==> src/rtl/rv_pkg.sv <==
package rv_pkg;

	// --------------------------------------------------
	// widths and vector types
	// --------------------------------------------------

	// data and address width of the hart
	localparam int xlen = 32;

	// register values, addresses and instruction words
	typedef logic [xlen-1:0] word_t;

	// register file index
	typedef logic [4:0] reg_idx_t;

	// instruction sub-fields
	typedef logic [2:0] func3_t;
	typedef logic [6:0] func7_t;

	// operation classes carried down the pipeline
	// op_none is an empty slot
	typedef enum logic [2:0] {
		op_none,
		op_lui,
		op_auipc,
		op_alu_imm,
		op_alu_reg,
		op_load,
		op_store
	} op_class_e;

	// --------------------------------------------------
	// opcodes
	// --------------------------------------------------

	localparam logic [6:0] opc_lui    = 7'b0110111;
	localparam logic [6:0] opc_auipc  = 7'b0010111;
	localparam logic [6:0] opc_op_imm = 7'b0010011;
	localparam logic [6:0] opc_op     = 7'b0110011;
	localparam logic [6:0] opc_load   = 7'b0000011;
	localparam logic [6:0] opc_store  = 7'b0100011;

	// --------------------------------------------------
	// func3 encodings
	// --------------------------------------------------

	// load widths
	localparam func3_t f3_lb  = 3'b000;
	localparam func3_t f3_lh  = 3'b001;
	localparam func3_t f3_lw  = 3'b010;
	localparam func3_t f3_lbu = 3'b100;
	localparam func3_t f3_lhu = 3'b101;

	// alu operations
	// func7 bit 5 turns add into sub and srl into sra
	localparam func3_t f3_add  = 3'b000;
	localparam func3_t f3_sll  = 3'b001;
	localparam func3_t f3_slt  = 3'b010;
	localparam func3_t f3_sltu = 3'b011;
	localparam func3_t f3_xor  = 3'b100;
	localparam func3_t f3_srl  = 3'b101;
	localparam func3_t f3_or   = 3'b110;
	localparam func3_t f3_and  = 3'b111;

endpackage
==> src/rtl/rv_hart.sv <==
module rv_hart #(
	parameter rv_pkg::word_t reset_pc_p = '0,
	parameter rv_pkg::word_t sp_init_p  = 32'h0003F000
) (
	input  logic          clock_i,
	input  logic          reset_i,
	// instruction memory, read only
	output logic          inst_req_o,
	output rv_pkg::word_t inst_addr_o,
	input  logic          inst_done_i,
	input  rv_pkg::word_t inst_data_i,
	// data memory, read and write
	output logic          data_req_o,
	output logic          data_wren_o,
	output rv_pkg::word_t data_addr_o,
	output rv_pkg::word_t data_data_o,
	input  logic          data_done_i,
	input  rv_pkg::word_t data_data_i
);

	// --------------------------------------------------
	// pipeline control
	// --------------------------------------------------

	logic advance;
	logic stall;

	// --------------------------------------------------
	// stage to stage wires
	// --------------------------------------------------

	// fetch to decode
	rv_pkg::word_t     fe_pc;

	// decode to operand fetch
	rv_pkg::op_class_e de_class;
	rv_pkg::func3_t    de_func3;
	rv_pkg::func7_t    de_func7;
	rv_pkg::reg_idx_t  de_rs1;
	rv_pkg::reg_idx_t  de_rs2;
	rv_pkg::reg_idx_t  de_rd;
	rv_pkg::word_t     de_imm;
	rv_pkg::word_t     de_pc;

	// operand fetch to execute
	rv_pkg::op_class_e of_class;
	rv_pkg::func3_t    of_func3;
	rv_pkg::func7_t    of_func7;
	rv_pkg::reg_idx_t  of_rd;
	rv_pkg::word_t     of_src1;
	rv_pkg::word_t     of_src2;
	rv_pkg::word_t     of_imm;
	rv_pkg::word_t     of_pc;
	rv_pkg::word_t     of_ldst_addr;
	rv_pkg::word_t     of_store_data;

	// execute to writeback, also forwarded back
	rv_pkg::op_class_e ex_class;
	rv_pkg::reg_idx_t  ex_rd;
	rv_pkg::func3_t    ex_func3;
	rv_pkg::word_t     ex_result;

	// writeback register write port
	logic              wb_we;
	rv_pkg::reg_idx_t  wb_rd;
	rv_pkg::word_t     wb_value;

	rv_fetch #(
		.reset_pc_p (reset_pc_p)
	) rv_fetch_i (
		.clock_i     (clock_i),
		.reset_i     (reset_i),
		.inst_done_i (inst_done_i),
		.data_done_i (data_done_i),
		.stall_i     (stall),
		.inst_req_o  (inst_req_o),
		.inst_addr_o (inst_addr_o),
		.advance_o   (advance),
		.pc_o        (fe_pc)
	);

	rv_decode rv_decode_i (
		.clock_i     (clock_i),
		.reset_i     (reset_i),
		.advance_i   (advance),
		.stall_i     (stall),
		.inst_data_i (inst_data_i),
		.pc_i        (fe_pc),
		.class_o     (de_class),
		.func3_o     (de_func3),
		.func7_o     (de_func7),
		.rs1_o       (de_rs1),
		.rs2_o       (de_rs2),
		.rd_o        (de_rd),
		.imm_o       (de_imm),
		.pc_o        (de_pc)
	);

	rv_operand_fetch #(
		.sp_init_p (sp_init_p)
	) rv_operand_fetch_i (
		.clock_i      (clock_i),
		.reset_i      (reset_i),
		.advance_i    (advance),
		.class_i      (de_class),
		.func3_i      (de_func3),
		.func7_i      (de_func7),
		.rs1_i        (de_rs1),
		.rs2_i        (de_rs2),
		.rd_i         (de_rd),
		.imm_i        (de_imm),
		.pc_i         (de_pc),
		.ex_class_i   (ex_class),
		.ex_rd_i      (ex_rd),
		.ex_result_i  (ex_result),
		.wb_we_i      (wb_we),
		.wb_rd_i      (wb_rd),
		.wb_value_i   (wb_value),
		.stall_o      (stall),
		.class_o      (of_class),
		.func3_o      (of_func3),
		.func7_o      (of_func7),
		.rd_o         (of_rd),
		.src1_o       (of_src1),
		.src2_o       (of_src2),
		.imm_o        (of_imm),
		.pc_o         (of_pc),
		.ldst_addr_o  (of_ldst_addr),
		.store_data_o (of_store_data)
	);

	rv_execute rv_execute_i (
		.clock_i      (clock_i),
		.reset_i      (reset_i),
		.advance_i    (advance),
		.stall_i      (stall),
		.class_i      (of_class),
		.func3_i      (of_func3),
		.func7_i      (of_func7),
		.rd_i         (of_rd),
		.src1_i       (of_src1),
		.src2_i       (of_src2),
		.imm_i        (of_imm),
		.pc_i         (of_pc),
		.ldst_addr_i  (of_ldst_addr),
		.store_data_i (of_store_data),
		.class_o      (ex_class),
		.rd_o         (ex_rd),
		.func3_o      (ex_func3),
		.result_o     (ex_result),
		.data_req_o   (data_req_o),
		.data_wren_o  (data_wren_o),
		.data_addr_o  (data_addr_o),
		.data_data_o  (data_data_o)
	);

	rv_writeback rv_writeback_i (
		.clock_i     (clock_i),
		.reset_i     (reset_i),
		.advance_i   (advance),
		.class_i     (ex_class),
		.rd_i        (ex_rd),
		.func3_i     (ex_func3),
		.result_i    (ex_result),
		.data_data_i (data_data_i),
		.we_o        (wb_we),
		.rd_o        (wb_rd),
		.value_o     (wb_value)
	);

endmodule

==> src/rtl/rv_writeback.sv <==
module rv_writeback (
	input  logic              clock_i,
	input  logic              reset_i,
	input  logic              advance_i,
	input  rv_pkg::op_class_e class_i,
	input  rv_pkg::reg_idx_t  rd_i,
	input  rv_pkg::func3_t    func3_i,
	input  rv_pkg::word_t     result_i,
	input  rv_pkg::word_t     data_data_i,
	output logic              we_o,
	output rv_pkg::reg_idx_t  rd_o,
	output rv_pkg::word_t     value_o
);

	rv_pkg::op_class_e class_q;
	rv_pkg::func3_t    func3_q;
	rv_pkg::word_t     result_q;
	// load word as it came back from memory
	rv_pkg::word_t     data_q;
	rv_pkg::word_t     load_val;

	always_ff @(posedge clock_i) begin
		if (!reset_i) begin
			class_q <= rv_pkg::op_none;
		end else if (advance_i) begin
			class_q <= class_i;
		end
	end

	always_ff @(posedge clock_i) begin
		if (advance_i) begin
			rd_o     <= rd_i;
			func3_q  <= func3_i;
			result_q <= result_i;
		end
		// the data request went out on the previous advance
		if (advance_i && class_i == rv_pkg::op_load) begin
			data_q <= data_data_i;
		end
	end

	// sign or zero extension of the low lanes
	always_comb begin
		case (func3_q)
			rv_pkg::f3_lb:  load_val = {{24{data_q[7]}}, data_q[7:0]};
			rv_pkg::f3_lh:  load_val = {{16{data_q[15]}}, data_q[15:0]};
			rv_pkg::f3_lbu: load_val = {24'b0, data_q[7:0]};
			rv_pkg::f3_lhu: load_val = {16'b0, data_q[15:0]};
			default:        load_val = data_q;
		endcase
	end

	assign value_o = (class_q == rv_pkg::op_load) ? load_val : result_q;

	// x0 is never written, stores and bubbles never write
	assign we_o = (rd_o != '0) && (class_q inside {rv_pkg::op_lui, rv_pkg::op_auipc,
		rv_pkg::op_alu_imm, rv_pkg::op_alu_reg, rv_pkg::op_load});

	we_not_x0_a: assert property (@(posedge clock_i) disable iff (!reset_i)
		we_o |-> rd_o != '0);

endmodule

==> src/rtl/rv_execute.sv <==
module rv_execute (
	input  logic              clock_i,
	input  logic              reset_i,
	input  logic              advance_i,
	input  logic              stall_i,
	input  rv_pkg::op_class_e class_i,
	input  rv_pkg::func3_t    func3_i,
	input  rv_pkg::func7_t    func7_i,
	input  rv_pkg::reg_idx_t  rd_i,
	input  rv_pkg::word_t     src1_i,
	input  rv_pkg::word_t     src2_i,
	input  rv_pkg::word_t     imm_i,
	input  rv_pkg::word_t     pc_i,
	input  rv_pkg::word_t     ldst_addr_i,
	input  rv_pkg::word_t     store_data_i,
	output rv_pkg::op_class_e class_o,
	output rv_pkg::reg_idx_t  rd_o,
	output rv_pkg::func3_t    func3_o,
	output rv_pkg::word_t     result_o,
	output logic              data_req_o,
	output logic              data_wren_o,
	output rv_pkg::word_t     data_addr_o,
	output rv_pkg::word_t     data_data_o
);

	rv_pkg::func7_t func7_q;
	rv_pkg::word_t  src1_q;
	rv_pkg::word_t  src2_q;
	rv_pkg::word_t  imm_q;
	rv_pkg::word_t  pc_q;

	// second alu operand and alu output
	rv_pkg::word_t  op_b;
	rv_pkg::word_t  alu;
	logic           is_ldst;

	assign is_ldst = class_i inside {rv_pkg::op_load, rv_pkg::op_store};

	// --------------------------------------------------
	// stage register and memory request
	// --------------------------------------------------

	always_ff @(posedge clock_i) begin
		if (!reset_i) begin
			class_o     <= rv_pkg::op_none;
			data_req_o  <= 1'b0;
			data_wren_o <= 1'b0;
		end else begin
			// strobes last a single cycle
			data_req_o  <= advance_i && !stall_i && is_ldst;
			data_wren_o <= advance_i && !stall_i && (class_i == rv_pkg::op_store);
			// a stall leaves a bubble behind the load
			if (advance_i) begin
				class_o <= stall_i ? rv_pkg::op_none : class_i;
			end
		end
	end

	always_ff @(posedge clock_i) begin
		if (advance_i) begin
			rd_o    <= rd_i;
			func3_o <= func3_i;
			func7_q <= func7_i;
			src1_q  <= src1_i;
			src2_q  <= src2_i;
			imm_q   <= imm_i;
			pc_q    <= pc_i;
		end
		if (advance_i && !stall_i && is_ldst) begin
			data_addr_o <= ldst_addr_i;
			data_data_o <= store_data_i;
		end
	end

	// --------------------------------------------------
	// alu
	// --------------------------------------------------

	assign op_b = (class_o == rv_pkg::op_alu_reg) ? src2_q : imm_q;

	always_comb begin
		case (func3_o)
			rv_pkg::f3_add: begin
				// addi has no subtract form
				if (func7_q[5] && class_o == rv_pkg::op_alu_reg) begin
					alu = src1_q - op_b;
				end else begin
					alu = src1_q + op_b;
				end
			end
			rv_pkg::f3_sll:  alu = src1_q << op_b[4:0];
			rv_pkg::f3_slt:  alu = rv_pkg::word_t'($signed(src1_q) < $signed(op_b));
			rv_pkg::f3_sltu: alu = rv_pkg::word_t'(src1_q < op_b);
			rv_pkg::f3_xor:  alu = src1_q ^ op_b;
			rv_pkg::f3_srl: begin
				// srai carries the same func7 bit as sra
				if (func7_q[5]) begin
					alu = $signed(src1_q) >>> op_b[4:0];
				end else begin
					alu = src1_q >> op_b[4:0];
				end
			end
			rv_pkg::f3_or:   alu = src1_q | op_b;
			default:         alu = src1_q & op_b;
		endcase
	end

	// result select by class
	// loads and stores carry no result here
	always_comb begin
		case (class_o)
			rv_pkg::op_lui:                       result_o = imm_q;
			rv_pkg::op_auipc:                     result_o = pc_q + imm_q;
			rv_pkg::op_alu_imm, rv_pkg::op_alu_reg: result_o = alu;
			default:                              result_o = '0;
		endcase
	end

	wren_has_req_a: assert property (@(posedge clock_i) disable iff (!reset_i)
		data_wren_o |-> data_req_o);

endmodule

==> src/rtl/rv_operand_fetch.sv <==
module rv_operand_fetch #(
	parameter rv_pkg::word_t sp_init_p = 32'h0003F000
) (
	input  logic              clock_i,
	input  logic              reset_i,
	input  logic              advance_i,
	input  rv_pkg::op_class_e class_i,
	input  rv_pkg::func3_t    func3_i,
	input  rv_pkg::func7_t    func7_i,
	input  rv_pkg::reg_idx_t  rs1_i,
	input  rv_pkg::reg_idx_t  rs2_i,
	input  rv_pkg::reg_idx_t  rd_i,
	input  rv_pkg::word_t     imm_i,
	input  rv_pkg::word_t     pc_i,
	input  rv_pkg::op_class_e ex_class_i,
	input  rv_pkg::reg_idx_t  ex_rd_i,
	input  rv_pkg::word_t     ex_result_i,
	input  logic              wb_we_i,
	input  rv_pkg::reg_idx_t  wb_rd_i,
	input  rv_pkg::word_t     wb_value_i,
	output logic              stall_o,
	output rv_pkg::op_class_e class_o,
	output rv_pkg::func3_t    func3_o,
	output rv_pkg::func7_t    func7_o,
	output rv_pkg::reg_idx_t  rd_o,
	output rv_pkg::word_t     src1_o,
	output rv_pkg::word_t     src2_o,
	output rv_pkg::word_t     imm_o,
	output rv_pkg::word_t     pc_o,
	output rv_pkg::word_t     ldst_addr_o,
	output rv_pkg::word_t     store_data_o
);

	rv_pkg::word_t    rf_q [32];
	rv_pkg::reg_idx_t rs1_q;
	rv_pkg::reg_idx_t rs2_q;

	// which sources the held instruction really reads
	logic use_rs1;
	logic use_rs2;
	// execute holds a result that can be forwarded now
	logic ex_fwd;

	// --------------------------------------------------
	// register file
	// --------------------------------------------------

	// x2 starts as the stack pointer
	always_ff @(posedge clock_i) begin
		if (!reset_i) begin
			for (int i = 0; i < 32; i++) begin
				rf_q[i] <= (i == 2) ? sp_init_p : '0;
			end
		end else if (advance_i && wb_we_i) begin
			rf_q[wb_rd_i] <= wb_value_i;
		end
	end

	// --------------------------------------------------
	// stage register
	// --------------------------------------------------

	always_ff @(posedge clock_i) begin
		if (!reset_i) begin
			class_o <= rv_pkg::op_none;
		end else if (advance_i && !stall_o) begin
			class_o <= class_i;
		end
	end

	always_ff @(posedge clock_i) begin
		if (advance_i && !stall_o) begin
			func3_o <= func3_i;
			func7_o <= func7_i;
			rs1_q   <= rs1_i;
			rs2_q   <= rs2_i;
			rd_o    <= rd_i;
			imm_o   <= imm_i;
			pc_o    <= pc_i;
		end
	end

	// --------------------------------------------------
	// hazards and forwarding
	// --------------------------------------------------

	assign use_rs1 = class_o inside {rv_pkg::op_alu_imm, rv_pkg::op_alu_reg,
		rv_pkg::op_load, rv_pkg::op_store};
	assign use_rs2 = class_o inside {rv_pkg::op_alu_reg, rv_pkg::op_store};

	// load data only exists one stage later, so hold one advance
	assign stall_o = (ex_class_i == rv_pkg::op_load) && (ex_rd_i != '0) &&
		((use_rs1 && rs1_q == ex_rd_i) || (use_rs2 && rs2_q == ex_rd_i));

	assign ex_fwd = ex_class_i inside {rv_pkg::op_lui, rv_pkg::op_auipc,
		rv_pkg::op_alu_imm, rv_pkg::op_alu_reg};

	// youngest value wins
	function automatic rv_pkg::word_t read_src(input rv_pkg::reg_idx_t idx);
		if (idx == '0) begin
			return '0;
		end else if (ex_fwd && ex_rd_i == idx) begin
			return ex_result_i;
		end else if (wb_we_i && wb_rd_i == idx) begin
			return wb_value_i;
		end
		return rf_q[idx];
	endfunction

	always_comb begin
		src1_o = read_src(rs1_q);
		src2_o = read_src(rs2_q);
	end

	// memory address and store word for the request in execute
	assign ldst_addr_o  = src1_o + imm_o;
	assign store_data_o = src2_o;

	stall_has_insn_a: assert property (@(posedge clock_i) disable iff (!reset_i)
		stall_o |-> class_o != rv_pkg::op_none);

endmodule

==> src/rtl/rv_decode.sv <==
module rv_decode (
	input  logic              clock_i,
	input  logic              reset_i,
	input  logic              advance_i,
	input  logic              stall_i,
	input  rv_pkg::word_t     inst_data_i,
	input  rv_pkg::word_t     pc_i,
	output rv_pkg::op_class_e class_o,
	output rv_pkg::func3_t    func3_o,
	output rv_pkg::func7_t    func7_o,
	output rv_pkg::reg_idx_t  rs1_o,
	output rv_pkg::reg_idx_t  rs2_o,
	output rv_pkg::reg_idx_t  rd_o,
	output rv_pkg::word_t     imm_o,
	output rv_pkg::word_t     pc_o
);

	// instruction register and its address
	rv_pkg::word_t ir_q;
	rv_pkg::word_t pc_q;

	// valid_q marks ir_q as holding a real instruction
	logic valid_q;

	// --------------------------------------------------
	// instruction register
	// --------------------------------------------------

	always_ff @(posedge clock_i) begin
		if (!reset_i) begin
			valid_q <= 1'b0;
		end else if (advance_i && !stall_i) begin
			// set by the first word that arrives after reset
			valid_q <= 1'b1;
		end
	end

	always_ff @(posedge clock_i) begin
		if (advance_i && !stall_i) begin
			ir_q <= inst_data_i;
			pc_q <= pc_i;
		end
	end

	// --------------------------------------------------
	// field extraction and class decode
	// --------------------------------------------------

	assign func3_o = ir_q[14:12];
	assign func7_o = ir_q[31:25];
	assign rs1_o   = ir_q[19:15];
	assign rs2_o   = ir_q[24:20];
	assign pc_o    = pc_q;

	always_comb begin
		case (ir_q[6:0])
			rv_pkg::opc_lui:    class_o = rv_pkg::op_lui;
			rv_pkg::opc_auipc:  class_o = rv_pkg::op_auipc;
			rv_pkg::opc_op_imm: class_o = rv_pkg::op_alu_imm;
			rv_pkg::opc_op:     class_o = rv_pkg::op_alu_reg;
			rv_pkg::opc_load:   class_o = rv_pkg::op_load;
			rv_pkg::opc_store:  class_o = rv_pkg::op_store;
			// anything else travels as a bubble
			default:            class_o = rv_pkg::op_none;
		endcase
		if (!valid_q) begin
			class_o = rv_pkg::op_none;
		end
	end

	// stores and bubbles never name a destination
	assign rd_o = (class_o inside {rv_pkg::op_store, rv_pkg::op_none}) ? '0 : ir_q[11:7];

	// immediate by format
	always_comb begin
		case (class_o)
			// s-type splits the offset around rd
			rv_pkg::op_store:
				imm_o = {{20{ir_q[31]}}, ir_q[31:25], ir_q[11:7]};
			// u-type upper twenty bits
			rv_pkg::op_lui, rv_pkg::op_auipc:
				imm_o = {ir_q[31:12], 12'b0};
			// i-type for loads and alu immediates
			default:
				imm_o = {{20{ir_q[31]}}, ir_q[31:20]};
		endcase
	end

endmodule

==> src/rtl/rv_fetch.sv <==
module rv_fetch #(
	parameter rv_pkg::word_t reset_pc_p = '0
) (
	input  logic          clock_i,
	input  logic          reset_i,
	input  logic          inst_done_i,
	input  logic          data_done_i,
	input  logic          stall_i,
	output logic          inst_req_o,
	output rv_pkg::word_t inst_addr_o,
	output logic          advance_o,
	output rv_pkg::word_t pc_o
);

	// next address to request
	rv_pkg::word_t pc_q;

	// the whole pipeline moves only when both memories are done
	assign advance_o = inst_done_i && data_done_i;

	// the word arriving now belongs to the last requested address
	assign pc_o = inst_addr_o;

	always_ff @(posedge clock_i) begin
		if (!reset_i) begin
			// first request goes out straight after reset
			inst_req_o  <= 1'b1;
			inst_addr_o <= reset_pc_p;
			pc_q        <= reset_pc_p + 32'd4;
		end else begin
			// one strobe per advance
			inst_req_o <= advance_o;
			// on stall the same address goes out again
			if (advance_o && !stall_i) begin
				inst_addr_o <= pc_q;
				pc_q        <= pc_q + 32'd4;
			end
		end
	end

endmodule

==> config.mk <==
export PLATFORM = sky130hd
export DESIGN_NAME = rv_hart
export DESIGN_NICKNAME = d
export VERILOG_FILES = /design/src/rtl/rv_pkg.sv /design/src/rtl/rv_hart.sv /design/src/rtl/rv_writeback.sv /design/src/rtl/rv_execute.sv /design/src/rtl/rv_operand_fetch.sv /design/src/rtl/rv_decode.sv /design/src/rtl/rv_fetch.sv
export SDC_FILE = /design/constraint.sdc
export NUM_CORES = 2
export LEC_CHECK = 0
export BUFFER_PORTS_ARGS = -buffer_cell sky130_fd_sc_hd__buf_4
export CAP_MARGIN = 0
export CELL_PAD_IN_SITES_DETAIL_PLACEMENT = 1
export CELL_PAD_IN_SITES_GLOBAL_PLACEMENT = 2
export CORE_ASPECT_RATIO = 1.75
export CORE_MARGIN = 2
export CORE_UTILIZATION = 35
export DETAILED_ROUTE_END_ITERATION = 10
export PLACE_DENSITY_LB_ADDON = 0.1
export SETUP_SLACK_MARGIN = 0.2
export SLEW_MARGIN = 20
export SYNTH_ARGS = -nofsm -noshare
export SYNTH_HDL_FRONTEND = slang
export SYNTH_HIERARCHICAL = 1
export SYNTH_SLANG_ARGS = --single-unit
==> constraint.sdc <==
create_clock -name clock_i -period 29.4 [get_ports clock_i]
set_clock_uncertainty 0.05 [all_clocks]
set_input_delay 5.88 -clock clock_i [delete_from_list [all_inputs] [get_ports clock_i]]
set_output_delay 5.88 -clock clock_i [all_outputs]
set_load 0.02 [all_outputs]
# --- Word level (Yosys, flattened, before mapping) ---
# Memory sizes are Yosys's and may differ from the RTL's. A register that Yosys moved wholly into a read port is not among the register bits.
# Cells that the tools add are included.
# W data, S select, Z words.
word_totals:
  ramBits: 1024
  reg_bits: 507
  memories: 1
  out_inout_bits: 99
memory_table:
  columns: ["name", "words", "width", "rd", "rd_ports_with_merged_regs", "write_ports", "line_no", "text"]
  rows:
  - ["rv_operand_fetch_i.rf_q", 32, 32, 2, 2, 32, "rv_operand_fetch.sv:34", "rv_pkg::word_t rf_q [32];"]
classes:
  muxes: 34
  n_lt_le_gt_ge: 2
  n_bitwise: 3
  n_addsub: 5
  shift: 3
  reduce_logical: 34
  n_eq_ne: 38
op_table:
  columns: ["op", "count"]
  rows:
  - ["$mux W32", 13]
  - ["$pmux W32 S7", 1]
  - ["$pmux W32 S4", 1]
  - ["$add A32 B32 Y32", 3]
  - ["$pmux W32 S3", 1]
  - ["$lt A32 B32 Y1", 2]
  - ["$pmux W31 S2", 1]
  - ["$eq A3 B3 Y1 const B", 13]
  - ["$add A32 B3 Y32 const B", 1]
  - ["$and A32 B32 Y32", 1]
  - ["$or A32 B32 Y32", 1]
  - ["$reduce_or A32 Y1", 1]
  - ["$shl A32 B5 Y32", 1]
  - ["$shr A32 B5 Y32", 1]
  - ["$sshr A32 B5 Y32", 1]
  - ["$sub A32 B32 Y32", 1]
  - ["$xor A32 B32 Y32", 1]
  - ["$eq A5 B5 Y1", 6]
  - ["$eq A3 B2 Y1 const B", 8]
  - ["$eq A7 B6 Y1 const B", 3]
  - ["$pmux W3 S6", 1]
  - ["$logic_and A1 B1 Y1", 16]
  - ["$eq A3 B1 Y1 const B", 5]
  - ["$mux W5", 3]
  - ["12 further kinds", 33]

# --- Depth between registers and ports, before layout ---
logic_depth:
  word_depth: 10
  depth_mapped: 32
  depth_no_buf: 27

# --- Hierarchy ---
# Netlist, hierarchy kept.
modules_own_cells:
  columns: ["module", "n_inst", "cells_each", "area_each_um2"]
  rows:
  - ["rv_operand_fetch", 1, 3809, 60412.9]
  - ["rv_execute", 1, 2002, 17640.7]
  - ["rv_writeback", 1, 191, 2894.0]
  - ["rv_fetch", 1, 339, 2757.6]
  - ["rv_decode", 1, 163, 2668.8]

# --- Worst setup path after synthesis ---
# OpenSTA, ideal clock, no wires.
synth_path:
  path_type: "input to register"
  startpoint: "in inst_done_i"
  endpoint: "mem rv_operand_fetch_i/rf_q[28][0] (netlist bit) (enable)"
  n_path_buf: 3
  cell_stages: 7
  arrival_ns: 14.669
  required_ns: 28.884
  slack_ns: 14.216
  path_cell_list: "and2_1 > clkbuf_1 > nand3_1 > or3_1 > clkbuf_1 > clkbuf_1 > o21ai_0"
synth_rtl:
  columns: ["element", "line_no", "text"]
  rows:
  - ["start, declared", "rv_hart.sv:10", "input logic inst_done_i,"]
  - ["end, declared", "rv_operand_fetch.sv:34", null]

# --- Final worst setup path ---
layout_path:
  startpoint: "reg rv_execute_i.class_o[2]"
  endpoint: "reg rv_execute_i.data_addr_o[28], data pin"
layout_via:
  elab_chain_cells: 10
  word_cells_on_any_way: 29
  classes_between: "3 x add/sub; 2 x order compare; 4 x eq/ne; 3 x shift; 10 x mux; 3 x bitwise; 4 x reduce/logical"
layout_lines:
  columns: ["element", "line_no", "text"]
  rows:
  - ["start, declared", "rv_execute.sv:16", "output rv_pkg::op_class_e class_o,"]
  - ["start signal, assigned", "rv_execute.sv:45", "class_o <= rv_pkg::op_none;"]
  - ["start signal, assigned", "rv_execute.sv:54", "class_o <= stall_i ? rv_pkg::op_none : class_i;"]
  - ["$eq A3 B3 Y1", "rv_execute.sv:79, rv_execute.sv:85, rv_execute.sv:111", null]
  - ["$mux W32", "rv_execute.sv:79", "assign op_b = (class_o == rv_pkg::op_alu_reg) ? src2_q : imm_q;"]
  - ["$add A32 B32 Y32, or another cell as far along", "rv_execute.sv:88", "alu = src1_q + op_b;"]
  - ["$mux W32 (on tied branches)", "rv_execute.sv:85, rv_execute.sv:97", null]
  - ["$pmux W32 S7", "rv_execute.sv:82", "case (func3_o)"]
  - ["$pmux W32 S3 (*)", "rv_execute.sv:111", "case (class_o)"]
  - ["named net ex_result[23]", "rv_hart.sv:61", "rv_pkg::word_t ex_result;"]
  - ["$mux W32 (*)", "rv_operand_fetch.sv:102", "end else if (ex_fwd && ex_rd_i == idx) begin"]
  - ["$mux W32 (*)", "rv_operand_fetch.sv:100", "if (idx == '0) begin"]
  - ["$mux W32 (*)", "rv_operand_fetch.sv:107", "return rf_q[idx];"]
  - ["named net of_src1[23]", "rv_hart.sv:50", "rv_pkg::word_t of_src1;"]
  - ["$add A32 B32 Y32 (*)", "rv_operand_fetch.sv:116", "assign ldst_addr_o = src1_o + imm_o;"]
  - ["named net of_ldst_addr[28]", "rv_hart.sv:54", "rv_pkg::word_t of_ldst_addr;"]
  - ["end signal, assigned", "rv_execute.sv:70", "data_addr_o <= ldst_addr_i;"]
  - ["end, declared", "rv_execute.sv:22", "output rv_pkg::word_t data_addr_o,"]
# The timed path passes the listed nets; every way through them passes the cells marked *.
# A chain may end at the register's enable or synchronous reset.

==> out/metrics.csv <==
metric,value,unit
first_pass_iters,5,
grt_pass1_vias,61800,
netSwitchingPower,1370,uW
drc,0,
die_height,660,um
die_w,379,um
finish.instance_area,96200,um^2
gp_congestion,0.969,
fillers,25300,
startpoint_type,flip-flop,
place_hpwl,250000,um
p_sw_share,26.2,%
setup-tns-final,0,ps
cts_setup_buffers,0,
grt.overflow.total,0,
status,"complete, no violations",
clkPwrFrac,40.1,%
ant_nets,0,
grt_setup_unrepaired,false,
worst_pin_slew,1290,ps
antenna_found_initial,12,
regMostFlops,rv_operand_fetch_i/rf_q,
met2_usage,53.4,%
worstHoldPathType,reg -> reg,
min_period,9760,ps
syn_inst,6492,
clkLatencyLatePin,880,ps
cts_tree,built,
cp_num_buf_inv,5,
p_int,3880,uW
cts_made_buffers,163,
power,5250,uW
max_slew_margin,14.1,%
syn_avg_cell_area,13.3,um^2
core_region_area,245000,um^2
grt_util_met3,3.15,%
drt-vias-per-instance,5.91,
worstPathRequired,30020,ps
grt.total_usage,28.6,%
largest_register_ffs,1024,
wl_per_cell,36.8,um
placementRows,241,
cts_hold_buf,0,
dieArea,250000,um^2
synthToLayoutAreaGrowth,11.7,%
post_dp_cell_area,91000,um^2
num_vias,57900,
mostFrequentLayoutCell,edfxtp_1,
yosysWarnings,6,
ios,167,
htreeDepth,4,
setup_viol,0,
combPwrFrac,11.9,%
fmax,102,MHz
syn_area,86100,um^2
layout.nets,6616,
slowest_delay,880,ps
maxSlewViolCount,0,
cp.arrival,10380,ps
start_util,35.1,%
grt_util_met1,30.1,%
ir_worst_vdd,0.0466,mV
leakage,0.0342,uW
cts.sinks,1527,
critPathSlowestCell,o21ai_0,
critPathTopFamily,compound AO/OA/AOI/OAI gates,
seqPwrFrac,47.9,%
wl,360000,um
cts_resized,0,
final_hold_viol_count,0,
period_share,33.2,%
final_cell_mix,"edfxtp_1, and2_1, mux4_2, nand2_1, buf_4",
drv_cap,0,
clockBufferDepth,4,
cp_max_fo,60,
critPathCaptureType,flip-flop,
grt_pass1_wl,496000,um
drive_gt1_share,22.0,%
grt_busiest_layer,met2,
grt_start_max_net_pins,70,
p_per_area,54.6,nW/um^2
io_buffers,164,
cp_common_cell,a21oi_1,
crit_type,reg -> reg,
cts_root_buf,clkbuf_16,
drt_iter0_drc,4563,
clk_pin_slew,60,ps
metrics by stage:
stage	util (%)	std cells	hold WS, ps	setup slack (ps)
after floorplan	-	6495	350	14220
after global placement	37.0	9495	355	19820
after detailed placement	37.1	9497	355	19800
after CTS	39.2	9779	370	19770
after global routing	39.2	9781	370	19450
final	39.2	9793	368	19640
final timing paths:
path                            from                           end  slack, ps  cells after the start
max          rv_execute_i/class_o[2]  rv_execute_i/data_addr_o[28]      19640                     27
min             rv_decode_i/pc_o[13]   rv_operand_fetch_i/pc_o[13]        370                      0
max reg2reg  rv_execute_i/class_o[2]  rv_execute_i/data_addr_o[28]      19640                     27
min reg2reg     rv_decode_i/pc_o[13]   rv_operand_fetch_i/pc_o[13]        370                      0
layout make-up:
cell class | instances | area, um^2 | area share (%)
multi-input combinational | 4201 | 38500 | 40.1
antenna | 13 | 32.5 | 0.0338
clock buffer | 205 | 4390 | 4.57
inverter | 132 | 500 | 0.520
clock inverter | 77 | 802 | 0.834
tap | 3280 | 4100 | 4.27
timing repair buffer | 358 | 2770 | 2.88
sequential | 1527 | 45100 | 46.8
per-layer routing:
layer / vias to the layer above / share of wire (%)
li1: 24300 / -
met4: 4 / 7.5
met2: 1860 / 54
met3: 728 / 4.0
met5: - / 0.0075
met1: 30900 / 35
power groups by stage:
stage | clock network (uW) | registers [uW] | logic, uW
finish | 2110 | 2520 | 626
global route | 2210 | 2520 | 653
CTS | 2160 | 2520 | 627
detailed placement | 0 | 2560 | 625
global placement | 0 | 2560 | 621
floorplan | 0 | 2530 | 395
Note: power is estimated with default switching activity, not from simulation.
